==> config.mk <==
export PLATFORM = sky130hd
export DESIGN_NAME = mips_pipeline
export DESIGN_NICKNAME = d
export VERILOG_FILES = /design/src/mips_pkg.sv /design/src/pipe_ifs.sv /design/src/fetch_stage.sv /design/src/decode_stage.sv /design/src/execute_stage.sv /design/src/mem_wb_stage.sv /design/src/hazard_unit.sv /design/src/mips_pipeline.sv
export VERILOG_INCLUDE_DIRS = /design/src /design/src/src
export SDC_FILE = /design/constraint.sdc
export NUM_CORES = 2
export LEC_CHECK = 0
export BUFFER_PORTS_ARGS = -buffer_cell sky130_fd_sc_hd__buf_2
export CAP_MARGIN = 20
export CORE_UTILIZATION = 30
export DETAILED_ROUTE_END_ITERATION = 10
export GPL_TIMING_DRIVEN = 1
export HOLD_SLACK_MARGIN = 0.06
export PLACE_DENSITY = 0.57
export SYNTH_ARGS = -nofsm -noshare
export SYNTH_HDL_FRONTEND = slang
export SYNTH_SLANG_ARGS = --single-unit
==> constraint.sdc <==
create_clock -name clock -period 5.6 [get_ports clock]
set_input_delay 0.84 -clock clock [delete_from_list [all_inputs] [get_ports clock]]
set_output_delay 0.84 -clock clock [all_outputs]
set_load 0.01 [all_outputs]
==> src/mips_cfg.svh <==
`ifndef MIPS_CFG_SVH
`define MIPS_CFG_SVH

////////////////////////////////////////
// Widths and sizes
////////////////////////////////////////
`define MIPS_WORD_W     32
`define MIPS_REG_W      5
`define MIPS_NUM_REGS   32
`define RESET_PC        32'h0000_0000       // First fetch address

////////////////////////////////////////
// Opcodes, instr[31:26]
////////////////////////////////////////
`define OP_RTYPE        6'h00
`define OP_J            6'h02
`define OP_BEQ          6'h04
`define OP_ADDI         6'h08
`define OP_LW           6'h23
`define OP_SW           6'h2b

// Funct field of R-type, instr[5:0]
`define FN_ADD          6'h20
`define FN_SUB          6'h22
`define FN_AND          6'h24
`define FN_OR           6'h25
`define FN_SLT          6'h2a

// ALU operation codes
`define ALU_AND         3'd0
`define ALU_OR          3'd1
`define ALU_ADD         3'd2
`define ALU_SUB         3'd6
`define ALU_SLT         3'd7

// Forward selects, 2'b11 never used
`define FWD_NONE        2'b00               // Register file value
`define FWD_WB          2'b01               // Writeback result
`define FWD_MEM         2'b10               // Memory stage alu_out

`endif

==> src/mips_pkg.sv <==
`default_nettype none
`include "mips_cfg.svh"

package mips_pkg;

    ////////////////////////////////////////
    // Shared vector types
    ////////////////////////////////////////

    // Data or address word
    typedef logic [`MIPS_WORD_W-1:0] word_t;

    // Register number, rs / rt / rd fields
    typedef logic [`MIPS_REG_W-1:0] reg_addr_t;

    // ALU operation, see ALU_* codes
    typedef logic [2:0] alu_op_t;

    // Operand source in execute, see FWD_* codes
    typedef logic [1:0] fwd_sel_t;

endpackage

`default_nettype wire

==> src/pipe_ifs.sv <==
`default_nettype none

// Decode to execute pipeline register contents
interface de_if;
    mips_pkg::reg_addr_t rs;
    mips_pkg::reg_addr_t rt;
    mips_pkg::reg_addr_t rd;
    mips_pkg::word_t     rd0;           // Register value of rs
    mips_pkg::word_t     rd1;           // Register value of rt
    mips_pkg::word_t     imm;           // Sign extended
    mips_pkg::alu_op_t   alu_op;
    logic                alu_src_imm;   // ALU B from imm
    logic                reg_dst;       // Write rd, else rt
    logic                rf_we;
    logic                mem_to_reg;
    logic                dmem_we;

    modport decode  (output rs, rt, rd, rd0, rd1, imm, alu_op, alu_src_imm, reg_dst,
                     rf_we, mem_to_reg, dmem_we);
    modport execute (input  rs, rt, rd, rd0, rd1, imm, alu_op, alu_src_imm, reg_dst,
                     rf_we, mem_to_reg, dmem_we);
endinterface

// Execute to memory pipeline register contents
interface em_if;
    mips_pkg::word_t     alu_out;       // Result or memory address
    mips_pkg::word_t     store_data;
    mips_pkg::reg_addr_t rf_wa;
    logic                rf_we;
    logic                mem_to_reg;
    logic                dmem_we;

    modport execute (output alu_out, store_data, rf_wa, rf_we, mem_to_reg, dmem_we);
    modport memory  (input  alu_out, store_data, rf_wa, rf_we, mem_to_reg, dmem_we);
    modport hazard  (input  rf_wa, rf_we);
endinterface

// Hazard detection, carries clock for the unit's checks
interface hz_if (input logic clock, input logic rst_n);
    mips_pkg::reg_addr_t d_rs;
    mips_pkg::reg_addr_t d_rt;
    mips_pkg::reg_addr_t e_rs;
    mips_pkg::reg_addr_t e_rt;
    logic                e_mem_to_reg;  // LW in execute
    logic                stall;         // Hold PC and F/D
    logic                flush;         // Bubble into D/E
    mips_pkg::fwd_sel_t  fwd_a;
    mips_pkg::fwd_sel_t  fwd_b;

    modport hazard  (input  clock, rst_n, d_rs, d_rt, e_rs, e_rt, e_mem_to_reg,
                     output stall, flush, fwd_a, fwd_b);
    modport decode  (output d_rs, d_rt, input flush);
    modport execute (output e_rs, e_rt, e_mem_to_reg, input fwd_a, fwd_b);
endinterface

`default_nettype wire

==> src/fetch_stage.sv <==
`default_nettype none
`include "mips_cfg.svh"

module fetch_stage (
    input  logic            clock,
    input  logic            rst_n,
    input  mips_pkg::word_t instruction,    // From instruction memory, same cycle
    input  logic            stall,
    input  logic            branch_taken,   // BEQ resolved in decode
    input  mips_pkg::word_t branch_target,
    output mips_pkg::word_t pc,
    output mips_pkg::word_t f_instr,        // F/D register
    output mips_pkg::word_t f_pc_plus4
);

    mips_pkg::word_t pc_plus4;
    mips_pkg::word_t jump_addr;
    mips_pkg::word_t pc_next;
    logic            is_jump;

    assign pc_plus4 = pc + 32'd4;

    // J caught before decode, so no slot follows it
    assign is_jump   = (instruction[31:26] == `OP_J);
    assign jump_addr = {pc_plus4[31:28], instruction[25:0], 2'b00};

    // Jump wins over branch, branch over sequential
    always_comb begin
        if (is_jump)
            pc_next = jump_addr;
        else if (branch_taken)
            pc_next = branch_target;
        else
            pc_next = pc_plus4;
    end

    ////////////////////////////////////////
    // PC and F/D register
    ////////////////////////////////////////
    always_ff @(posedge clock) begin
        if (!rst_n) begin
            pc         <= `RESET_PC;
            f_instr    <= '0;               // SLL $0 no-op
            f_pc_plus4 <= '0;
        end else if (!stall) begin          // Load-use holds both
            pc         <= pc_next;
            f_instr    <= instruction;
            f_pc_plus4 <= pc_plus4;
        end
    end

endmodule

`default_nettype wire

==> src/decode_stage.sv <==
`default_nettype none
`include "mips_cfg.svh"

module decode_stage (
    input  logic                clock,
    input  logic                rst_n,
    input  mips_pkg::word_t     f_instr,
    input  mips_pkg::word_t     f_pc_plus4,
    input  logic                wb_we,          // Writeback port
    input  mips_pkg::reg_addr_t wb_wa,
    input  mips_pkg::word_t     wb_data,
    input  mips_pkg::reg_addr_t dbg_ra,         // Observation port
    output mips_pkg::word_t     dbg_rd,
    output logic                branch_taken,
    output mips_pkg::word_t     branch_target,
    de_if.decode                de,
    hz_if.decode                hz
);

    mips_pkg::word_t     regs [`MIPS_NUM_REGS];
    logic [5:0]          opcode;
    logic [5:0]          funct;
    mips_pkg::reg_addr_t rs;
    mips_pkg::reg_addr_t rt;
    mips_pkg::reg_addr_t rd;
    mips_pkg::word_t     imm;
    mips_pkg::word_t     rd0;
    mips_pkg::word_t     rd1;
    mips_pkg::alu_op_t   alu_op;
    logic                alu_src_imm;
    logic                reg_dst;
    logic                rf_we;
    logic                mem_to_reg;
    logic                dmem_we;
    logic                is_beq;

    // Instruction fields
    assign opcode = f_instr[31:26];
    assign rs     = f_instr[25:21];
    assign rt     = f_instr[20:16];
    assign rd     = f_instr[15:11];
    assign funct  = f_instr[5:0];
    assign imm    = {{16{f_instr[15]}}, f_instr[15:0]};

    assign hz.d_rs = rs;                        // Load-use check
    assign hz.d_rt = rt;

    ////////////////////////////////////////
    // Control decode
    ////////////////////////////////////////
    always_comb begin
        alu_op      = `ALU_ADD;                 // Also the address adder
        alu_src_imm = 1'b0;
        reg_dst     = 1'b0;
        rf_we       = 1'b0;
        mem_to_reg  = 1'b0;
        dmem_we     = 1'b0;
        is_beq      = 1'b0;
        case (opcode)
            `OP_RTYPE: begin
                reg_dst = 1'b1;
                rf_we   = 1'b1;
                case (funct)
                    `FN_ADD: alu_op = `ALU_ADD;
                    `FN_SUB: alu_op = `ALU_SUB;
                    `FN_AND: alu_op = `ALU_AND;
                    `FN_OR:  alu_op = `ALU_OR;
                    `FN_SLT: alu_op = `ALU_SLT;
                    default: rf_we  = 1'b0;     // SLL and others as no-op
                endcase
            end
            `OP_ADDI: begin
                alu_src_imm = 1'b1;
                rf_we       = 1'b1;
            end
            `OP_LW: begin
                alu_src_imm = 1'b1;
                rf_we       = 1'b1;
                mem_to_reg  = 1'b1;
            end
            `OP_SW: begin
                alu_src_imm = 1'b1;
                dmem_we     = 1'b1;
            end
            `OP_BEQ: is_beq = 1'b1;
            default: ;                          // J already taken in fetch
        endcase
    end

    ////////////////////////////////////////
    // Register file
    ////////////////////////////////////////

    // $0 reads zero, a same-cycle write passes through
    function automatic mips_pkg::word_t rf_read(input mips_pkg::reg_addr_t ra);
        if (ra == '0)
            return '0;
        if (wb_we && (wb_wa == ra))
            return wb_data;
        return regs[ra];
    endfunction

    always_ff @(posedge clock) begin
        if (wb_we && (wb_wa != '0))
            regs[wb_wa] <= wb_data;
    end

    always_comb begin
        rd0    = rf_read(rs);
        rd1    = rf_read(rt);
        dbg_rd = rf_read(dbg_ra);
    end

    // BEQ on raw register values, nothing forwarded
    assign branch_taken  = is_beq && (rd0 == rd1);
    assign branch_target = f_pc_plus4 + {imm[29:0], 2'b00};

    ////////////////////////////////////////
    // D/E register
    ////////////////////////////////////////
    always_ff @(posedge clock) begin
        if (!rst_n || hz.flush) begin           // Bubble, nothing written
            de.alu_op      <= '0;
            de.alu_src_imm <= 1'b0;
            de.reg_dst     <= 1'b0;
            de.rf_we       <= 1'b0;
            de.mem_to_reg  <= 1'b0;
            de.dmem_we     <= 1'b0;
        end else begin
            de.alu_op      <= alu_op;
            de.alu_src_imm <= alu_src_imm;
            de.reg_dst     <= reg_dst;
            de.rf_we       <= rf_we;
            de.mem_to_reg  <= mem_to_reg;
            de.dmem_we     <= dmem_we;
        end
        de.rs  <= rs;
        de.rt  <= rt;
        de.rd  <= rd;
        de.rd0 <= rd0;
        de.rd1 <= rd1;
        de.imm <= imm;
    end

    // A taken branch is a BEQ, and it moves on without any write
    a_branch_is_beq: assert property (@(posedge clock) disable iff (!rst_n)
        branch_taken |-> (opcode == `OP_BEQ) ##1 (!de.rf_we && !de.dmem_we));

endmodule

`default_nettype wire

==> src/execute_stage.sv <==
`default_nettype none
`include "mips_cfg.svh"

module execute_stage (
    input  logic            clock,
    input  logic            rst_n,
    de_if.execute           de,
    input  mips_pkg::word_t wb_data,        // Writeback result for forwarding
    em_if.execute           em,
    hz_if.execute           hz
);

    mips_pkg::word_t     src_a;
    mips_pkg::word_t     src_b;             // Forwarded rt, also store data
    mips_pkg::word_t     alu_b;
    mips_pkg::word_t     alu_y;
    mips_pkg::reg_addr_t wa;

    assign hz.e_rs         = de.rs;
    assign hz.e_rt         = de.rt;
    assign hz.e_mem_to_reg = de.mem_to_reg;

    ////////////////////////////////////////
    // Operand forwarding
    ////////////////////////////////////////
    function automatic mips_pkg::word_t fwd_mux(
        input mips_pkg::fwd_sel_t sel,
        input mips_pkg::word_t    reg_val,
        input mips_pkg::word_t    mem_val,
        input mips_pkg::word_t    wb_val
    );
        case (sel)
            `FWD_MEM: return mem_val;
            `FWD_WB:  return wb_val;
            default:  return reg_val;
        endcase
    endfunction

    assign src_a = fwd_mux(hz.fwd_a, de.rd0, em.alu_out, wb_data);
    assign src_b = fwd_mux(hz.fwd_b, de.rd1, em.alu_out, wb_data);
    assign alu_b = de.alu_src_imm ? de.imm : src_b;

    // ALU
    always_comb begin
        case (de.alu_op)
            `ALU_ADD: alu_y = src_a + alu_b;
            `ALU_SUB: alu_y = src_a - alu_b;
            `ALU_AND: alu_y = src_a & alu_b;
            `ALU_OR:  alu_y = src_a | alu_b;
            `ALU_SLT: alu_y = {31'd0, $signed(src_a) < $signed(alu_b)};   // Signed compare
            default:  alu_y = '0;
        endcase
    end

    assign wa = de.reg_dst ? de.rd : de.rt;    // rd for R-type

    ////////////////////////////////////////
    // E/M register
    ////////////////////////////////////////
    always_ff @(posedge clock) begin
        if (!rst_n) begin
            em.rf_we      <= 1'b0;
            em.mem_to_reg <= 1'b0;
            em.dmem_we    <= 1'b0;
        end else begin
            em.rf_we      <= de.rf_we;
            em.mem_to_reg <= de.mem_to_reg;
            em.dmem_we    <= de.dmem_we;
        end
        em.alu_out    <= alu_y;
        em.store_data <= src_b;
        em.rf_wa      <= wa;
    end

    // Hazard unit never produces the spare select code
    a_fwd_legal: assert property (@(posedge clock) disable iff (!rst_n)
        (hz.fwd_a inside {`FWD_NONE, `FWD_WB, `FWD_MEM}) &&
        (hz.fwd_b inside {`FWD_NONE, `FWD_WB, `FWD_MEM}));

endmodule

`default_nettype wire

==> src/mem_wb_stage.sv <==
`default_nettype none

module mem_wb_stage (
    input  logic                clock,
    input  logic                rst_n,
    em_if.memory                em,
    output mips_pkg::word_t     dmem_addr,
    output mips_pkg::word_t     dmem_wd,
    output logic                dmem_we,
    input  mips_pkg::word_t     dmem_rd,    // Combinational read data
    output logic                wb_we,
    output mips_pkg::reg_addr_t wb_wa,
    output mips_pkg::word_t     wb_data
);

    mips_pkg::word_t w_load;
    mips_pkg::word_t w_alu_out;
    logic            w_mem_to_reg;

    // Data memory port, write lands at next edge
    assign dmem_addr = em.alu_out;
    assign dmem_wd   = em.store_data;
    assign dmem_we   = em.dmem_we;

    ////////////////////////////////////////
    // M/W register
    ////////////////////////////////////////
    always_ff @(posedge clock) begin
        if (!rst_n) begin
            wb_we        <= 1'b0;
            w_mem_to_reg <= 1'b0;
        end else begin
            wb_we        <= em.rf_we;
            w_mem_to_reg <= em.mem_to_reg;
        end
        wb_wa     <= em.rf_wa;
        w_load    <= dmem_rd;
        w_alu_out <= em.alu_out;
    end

    // Result back to register file and forward path
    assign wb_data = w_mem_to_reg ? w_load : w_alu_out;

    // Decode never marks an instruction as both store and load
    a_store_not_load: assert property (@(posedge clock) disable iff (!rst_n)
        !(dmem_we && em.mem_to_reg));

endmodule

`default_nettype wire

==> src/hazard_unit.sv <==
`default_nettype none
`include "mips_cfg.svh"

module hazard_unit (
    hz_if.hazard                hz,
    em_if.hazard                em,
    input  logic                wb_we,
    input  mips_pkg::reg_addr_t wb_wa
);

    ////////////////////////////////////////
    // Forwarding selects
    ////////////////////////////////////////

    // Youngest producer first, $0 never forwarded
    function automatic mips_pkg::fwd_sel_t pick_fwd(input mips_pkg::reg_addr_t ra);
        if (em.rf_we && (em.rf_wa != '0) && (em.rf_wa == ra))
            return `FWD_MEM;
        if (wb_we && (wb_wa != '0) && (wb_wa == ra))
            return `FWD_WB;
        return `FWD_NONE;
    endfunction

    always_comb begin
        hz.fwd_a = pick_fwd(hz.e_rs);
        hz.fwd_b = pick_fwd(hz.e_rt);       // Also covers store data
    end

    ////////////////////////////////////////
    // Load-use stall
    ////////////////////////////////////////

    // LW result not ready until writeback, so hold one cycle
    always_comb begin
        hz.stall = hz.e_mem_to_reg &&
                   ((hz.e_rt == hz.d_rs) || (hz.e_rt == hz.d_rt));
        hz.flush = hz.stall;                // Bubble fills the gap
    end

    // Flush comes with stall, and the bubble ends it after one cycle
    a_stall_one_cycle: assert property (@(posedge hz.clock) disable iff (!hz.rst_n)
        hz.flush |-> hz.stall ##1 !hz.stall);

endmodule

`default_nettype wire

==> src/mips_pipeline.sv <==
`default_nettype none

module mips_pipeline (
    input  logic                clock,
    input  logic                rst_n,
    input  mips_pkg::word_t     instruction,    // Instruction memory
    output mips_pkg::word_t     pc,
    output mips_pkg::word_t     dmem_addr,      // Data memory
    output mips_pkg::word_t     dmem_wd,
    output logic                dmem_we,
    input  mips_pkg::word_t     dmem_rd,
    input  mips_pkg::reg_addr_t dbg_ra,         // Register observation
    output mips_pkg::word_t     dbg_rd
);

    ////////////////////////////////////////
    // Stage links
    ////////////////////////////////////////
    de_if de_bus ();
    em_if em_bus ();
    hz_if hz_bus (.clock(clock), .rst_n(rst_n));

    mips_pkg::word_t     f_instr;
    mips_pkg::word_t     f_pc_plus4;
    logic                branch_taken;
    mips_pkg::word_t     branch_target;
    logic                wb_we;                 // Writeback, back to decode
    mips_pkg::reg_addr_t wb_wa;
    mips_pkg::word_t     wb_data;

    ////////////////////////////////////////
    // Stages
    ////////////////////////////////////////
    fetch_stage fetch_i (
        .clock         (clock),
        .rst_n         (rst_n),
        .instruction   (instruction),
        .stall         (hz_bus.stall),
        .branch_taken  (branch_taken),
        .branch_target (branch_target),
        .pc            (pc),
        .f_instr       (f_instr),
        .f_pc_plus4    (f_pc_plus4)
    );

    decode_stage decode_i (
        .clock         (clock),
        .rst_n         (rst_n),
        .f_instr       (f_instr),
        .f_pc_plus4    (f_pc_plus4),
        .wb_we         (wb_we),
        .wb_wa         (wb_wa),
        .wb_data       (wb_data),
        .dbg_ra        (dbg_ra),
        .dbg_rd        (dbg_rd),
        .branch_taken  (branch_taken),
        .branch_target (branch_target),
        .de            (de_bus.decode),
        .hz            (hz_bus.decode)
    );

    execute_stage execute_i (
        .clock   (clock),
        .rst_n   (rst_n),
        .de      (de_bus.execute),
        .wb_data (wb_data),
        .em      (em_bus.execute),
        .hz      (hz_bus.execute)
    );

    mem_wb_stage mem_wb_i (
        .clock     (clock),
        .rst_n     (rst_n),
        .em        (em_bus.memory),
        .dmem_addr (dmem_addr),
        .dmem_wd   (dmem_wd),
        .dmem_we   (dmem_we),
        .dmem_rd   (dmem_rd),
        .wb_we     (wb_we),
        .wb_wa     (wb_wa),
        .wb_data   (wb_data)
    );

    hazard_unit hazard_i (
        .hz    (hz_bus.hazard),
        .em    (em_bus.hazard),
        .wb_we (wb_we),
        .wb_wa (wb_wa)
    );

endmodule

`default_nettype wire

==> summary.txt <==
Layout
  • Design area: 0.0877 mm^2
  • Nets: 5948
  • Share of layout cells above drive strength 1: 30.3%
  • Final Non-Filler Cells: 9204
  • P&R area growth vs syn: 17.0%
  • Filler Cells Inserted: 23700
  • Largest register FFs: 1024
  • Most flop-heavy register: decode_i.regs

CTS
  • Clock root buffer: clkbuf_16
  • Setup bufs post-CTS: 0
  • Htree depth: 4
  • Max Root-Sink Buffers: 3
  • Post-CTS Hold Buffers: 0
  • CTS tree: built
  • CTS Buf Count: 154
  • Clock Latency Late Sink: 0.84 ns
  • Clk sinks: 1371
  • Clock slew at reported path FFs: 0.06 ns

Yosys
  • Synth cell types: 86
  • Post-synth EDFFs: 1024
  • Cell area after synthesis: 0.0750 mm^2
  • Ys flop type: edfxtp_1
  • Ys async rst share: 0%
  • Mapped Cells: 5332
  • Post-synthesis sequential area ratio: 50.3%
  • #FFs+latches synth: 1371
  • Synth warnings: 0
  • Avg Inst Size Synth: 14.1 um^2

STA
  • Setup_tns: -0.0106 ns
  • Max_slew headroom: 16.8%
  • Clock Skew: 0.0596 ns
  • Final Max Tran Viols: 0
  • Final Hold Fails: 0
  • F_max: 178 MHz
  • Post-route minimum period: 5.61 ns
  • Period utilization: 100%
  • Min Hold Slack: 0.121 ns
  • Setup Viol. Count Final: 1
  • Worst Tran Pin Value: 1.25 ns
  • Setup ws final: -0.0106 ns

Power
  • Leakage: 29.7 nW
  • Power per cell area: 327 mW/mm^2
  • Power, Total: 28.7 mW
  • VDD IR-drop max: 0.000333 V

Drt
  • Drt total wl: 298000 um
  • Starting DRT DRC Count: 8072
  • First-pass iteration count of the detailed router: 6
  • Avg WL per Cell: 32.4 um
  • # DRC: 0
  • Vias per cell: 5.99
  • Post-route ant nets: 0
  • Via count: 55100

Floorplan
  • Core area: 0.248 mm^2
  • Die X: 502 um
  • Row count: 183
  • IO Count: 200
  • Starting Density: 30.2%
  • Die span in y: 502 um
  • Die area: 0.252 mm^2

Worst setup path
  • Crit-path cells: buf_4, nor2b_2, a22o_1, o21ai_0, a31oi_1, nor2_1, nor3_1, nand3b_1, o31ai_1, buf_4, or4b_4, nor3_4, buf_12, o21ai_1, a21oi_1, o22ai_1
  • CP arrival: 6.27 ns
  • Reg2reg setup slack: -0.01 ns
  • Setup crit start kind: flip-flop
  • Most common cell on crit path: buf_4
  • Crit-path slowest cell: a31oi_1
  • Critical Path Sink Type: flip-flop
  • Setup crit end: fetch_i.pc[29]$_SDFFE_PN0N_
  • R2r endpoint: fetch_i.pc[29]$_SDFFE_PN0N_
  • Critical path class: reg2reg
  • CP max FO: 16
  • R2R depth: 16
  • CP peak stage delay: 0.88 ns
  • Required @ worst endpoint: 6.26 ns

Placed design
  • GP Congestion: 0.955
  • Cells after DPL: 8916
  • PortBufs: 199
  • Post-DP HPWL: 204000 um
  • Placed inst area: 0.0826 mm^2

Global routing
  • Vias in the first global route: 53700
  • First-pass GRT wire length: 416000 um
  • Largest net degree at the start of global routing: 66
  • Initial antenna violation count: 12
  • Grt total ovfl: 0
  • GRT Overall Usage: 23.2%

Min path
  • Hold WC Path Type: in2reg

Flow run
  • Max Cap Viol: 0

Status
  • Status: finished, violations left
  • Failing checks: negative setup slack
==> per-layer routing <==
layer,vias to the layer above,share of wire [%],GRT usage (%)
met5,-,0.020,0
li1,22300,-,-
met2,3824,43,34.6
met3,742,13,7.61
met4,8,4.7,9.82
met1,28300,39,30.8
==> layout make-up <==
type	instances	area (um^2)	area share (%)
timing repair buffer	640	5070	5.78
clock inverter	83	847	0.966
antenna	5	12.5	0.0143
clock buffer	197	4110	4.68
sequential	1371	37700	43.0
multi-input combinational	3421	35200	40.1
inverter	157	589	0.672
tap	3330	4170	4.75
==> power breakdown <==
part | total, mW | switching [mW] | internal (mW) | leakage, nW
clock | 10.1 | 4.45 | 5.66 | 2.41
sequential | 12.5 | 0.397 | 12.1 | 12.2
combinational | 6.04 | 3.98 | 2.06 | 15.0
total | 28.7 | 8.83 | 19.8 | 29.7
==> worst min path at each step <==
stage          slack, ns  cells past startpoint                        startpoint                     endpoint
3_5_place_dp        0.38                      0  fetch_i.f_instr[13]$_SDFFE_PN0N_    decode_i.de.rd[2]$_DFF_P_
5_1_grt             0.09                      1                       dmem_rd[13]  mem_wb_i.w_load[13]$_DFF_P_
2_1_floorplan       0.35                      0  fetch_i.f_instr[10]$_SDFFE_PN0N_  decode_i.de.imm[10]$_DFF_P_
6_report            0.12                      1                       dmem_rd[13]  mem_wb_i.w_load[13]$_DFF_P_
4_1_cts             0.07                      1                       dmem_rd[12]  mem_wb_i.w_load[12]$_DFF_P_
3_3_place_gp        0.37                      0  fetch_i.f_instr[13]$_SDFFE_PN0N_    decode_i.de.rd[2]$_DFF_P_
==> cells in the mapped netlist (all sizes together), types with 29 or more instances <==
cell type,count,area [um^2]
a221oi,41,365
mux2i,229,2290
nor2b,60,375
nand3,72,360
a211oi,136,1030
mux2,30,338
buf,176,1110
edfxtp,1024,30700
o22ai,81,507
xnor2,82,718
mux4,770,17300
a22oi,109,818
ha,129,1610
dfxtp,347,6950
nor2,247,927
nor3,77,397
a21oi,228,1140
clkbuf,238,893
o21ai,265,1330
xor2,49,429
nand2b,29,181
a21o,30,225
inv,154,578
and2,34,213
nand2,340,1280
==> layout by cell type (no fill, tap or decap), types with 19 or more instances in the layout <==
cell	synthesis	routed
dfxtp_1	347	336
a221oi_1	40	40
o22ai_1	81	81
conb_1	1	32
and3_1	20	19
mux4_2	770	770
o21a_1	24	24
clkbuf_1	238	34
nand2b_1	29	29
buf_2	63	194
nand3_1	72	72
mux2i_1	229	229
o21ai_0	255	243
and2_1	33	33
nand2_1	340	339
clkinv_2	0	23
clkbuf_16	0	155
a211oi_1	134	132
xor2_1	49	49
buf_4	43	383
edfxtp_1	1024	1024
o21ai_1	10	19
ha_1	129	129
xnor2_1	82	82
nor2_1	247	211
clkinv_1	3	28
a22o_1	25	25
nor2b_1	60	55
nor2_4	0	35
inv_1	152	151
a21o_1	30	30
a22oi_1	109	109
nor3_1	76	75
mux2_2	30	30
a21oi_1	228	223
buf_12	0	51
==> what timing repair did <==
item	CTS	global route
gates resized for setup	4	24
endpoints found under the setup margin	6	16
cloned	0	0
pin swaps	0	2
==> through the flow <==
stage	setup WS, ns	utilization (%)
floorplan	0.316	-
global placement	-0.188	33.2
detailed placement	-0.0928	33.3
CTS	0.0387	35.3
global route	-0.0466	35.3
finish	-0.0106	35.3
==> worst max-delay path: cells and delay by family, from the launching register on <==
family / cells / cell delay [ns]
flip-flops: 1 / 0.62
AND/OR/NAND/NOR: 6 / 2.01
AO/OA/AOI/OAI: 7 / 2.17
buffers and inverters: 3 / 0.57
==> cell families after synthesis <==
kind of cell               share of synthesized area (%)
xor gates and xnor gates                            1.53
DFF                                                 50.3
adders and majority gates                           2.23
other                                            0.00500
and+or+nand+nor                                     6.14
buffers and inverters                               3.46
AOI/OAI and AO/OA                                   9.71
muxes                                               26.6
(Power assumes the default switching activity.)
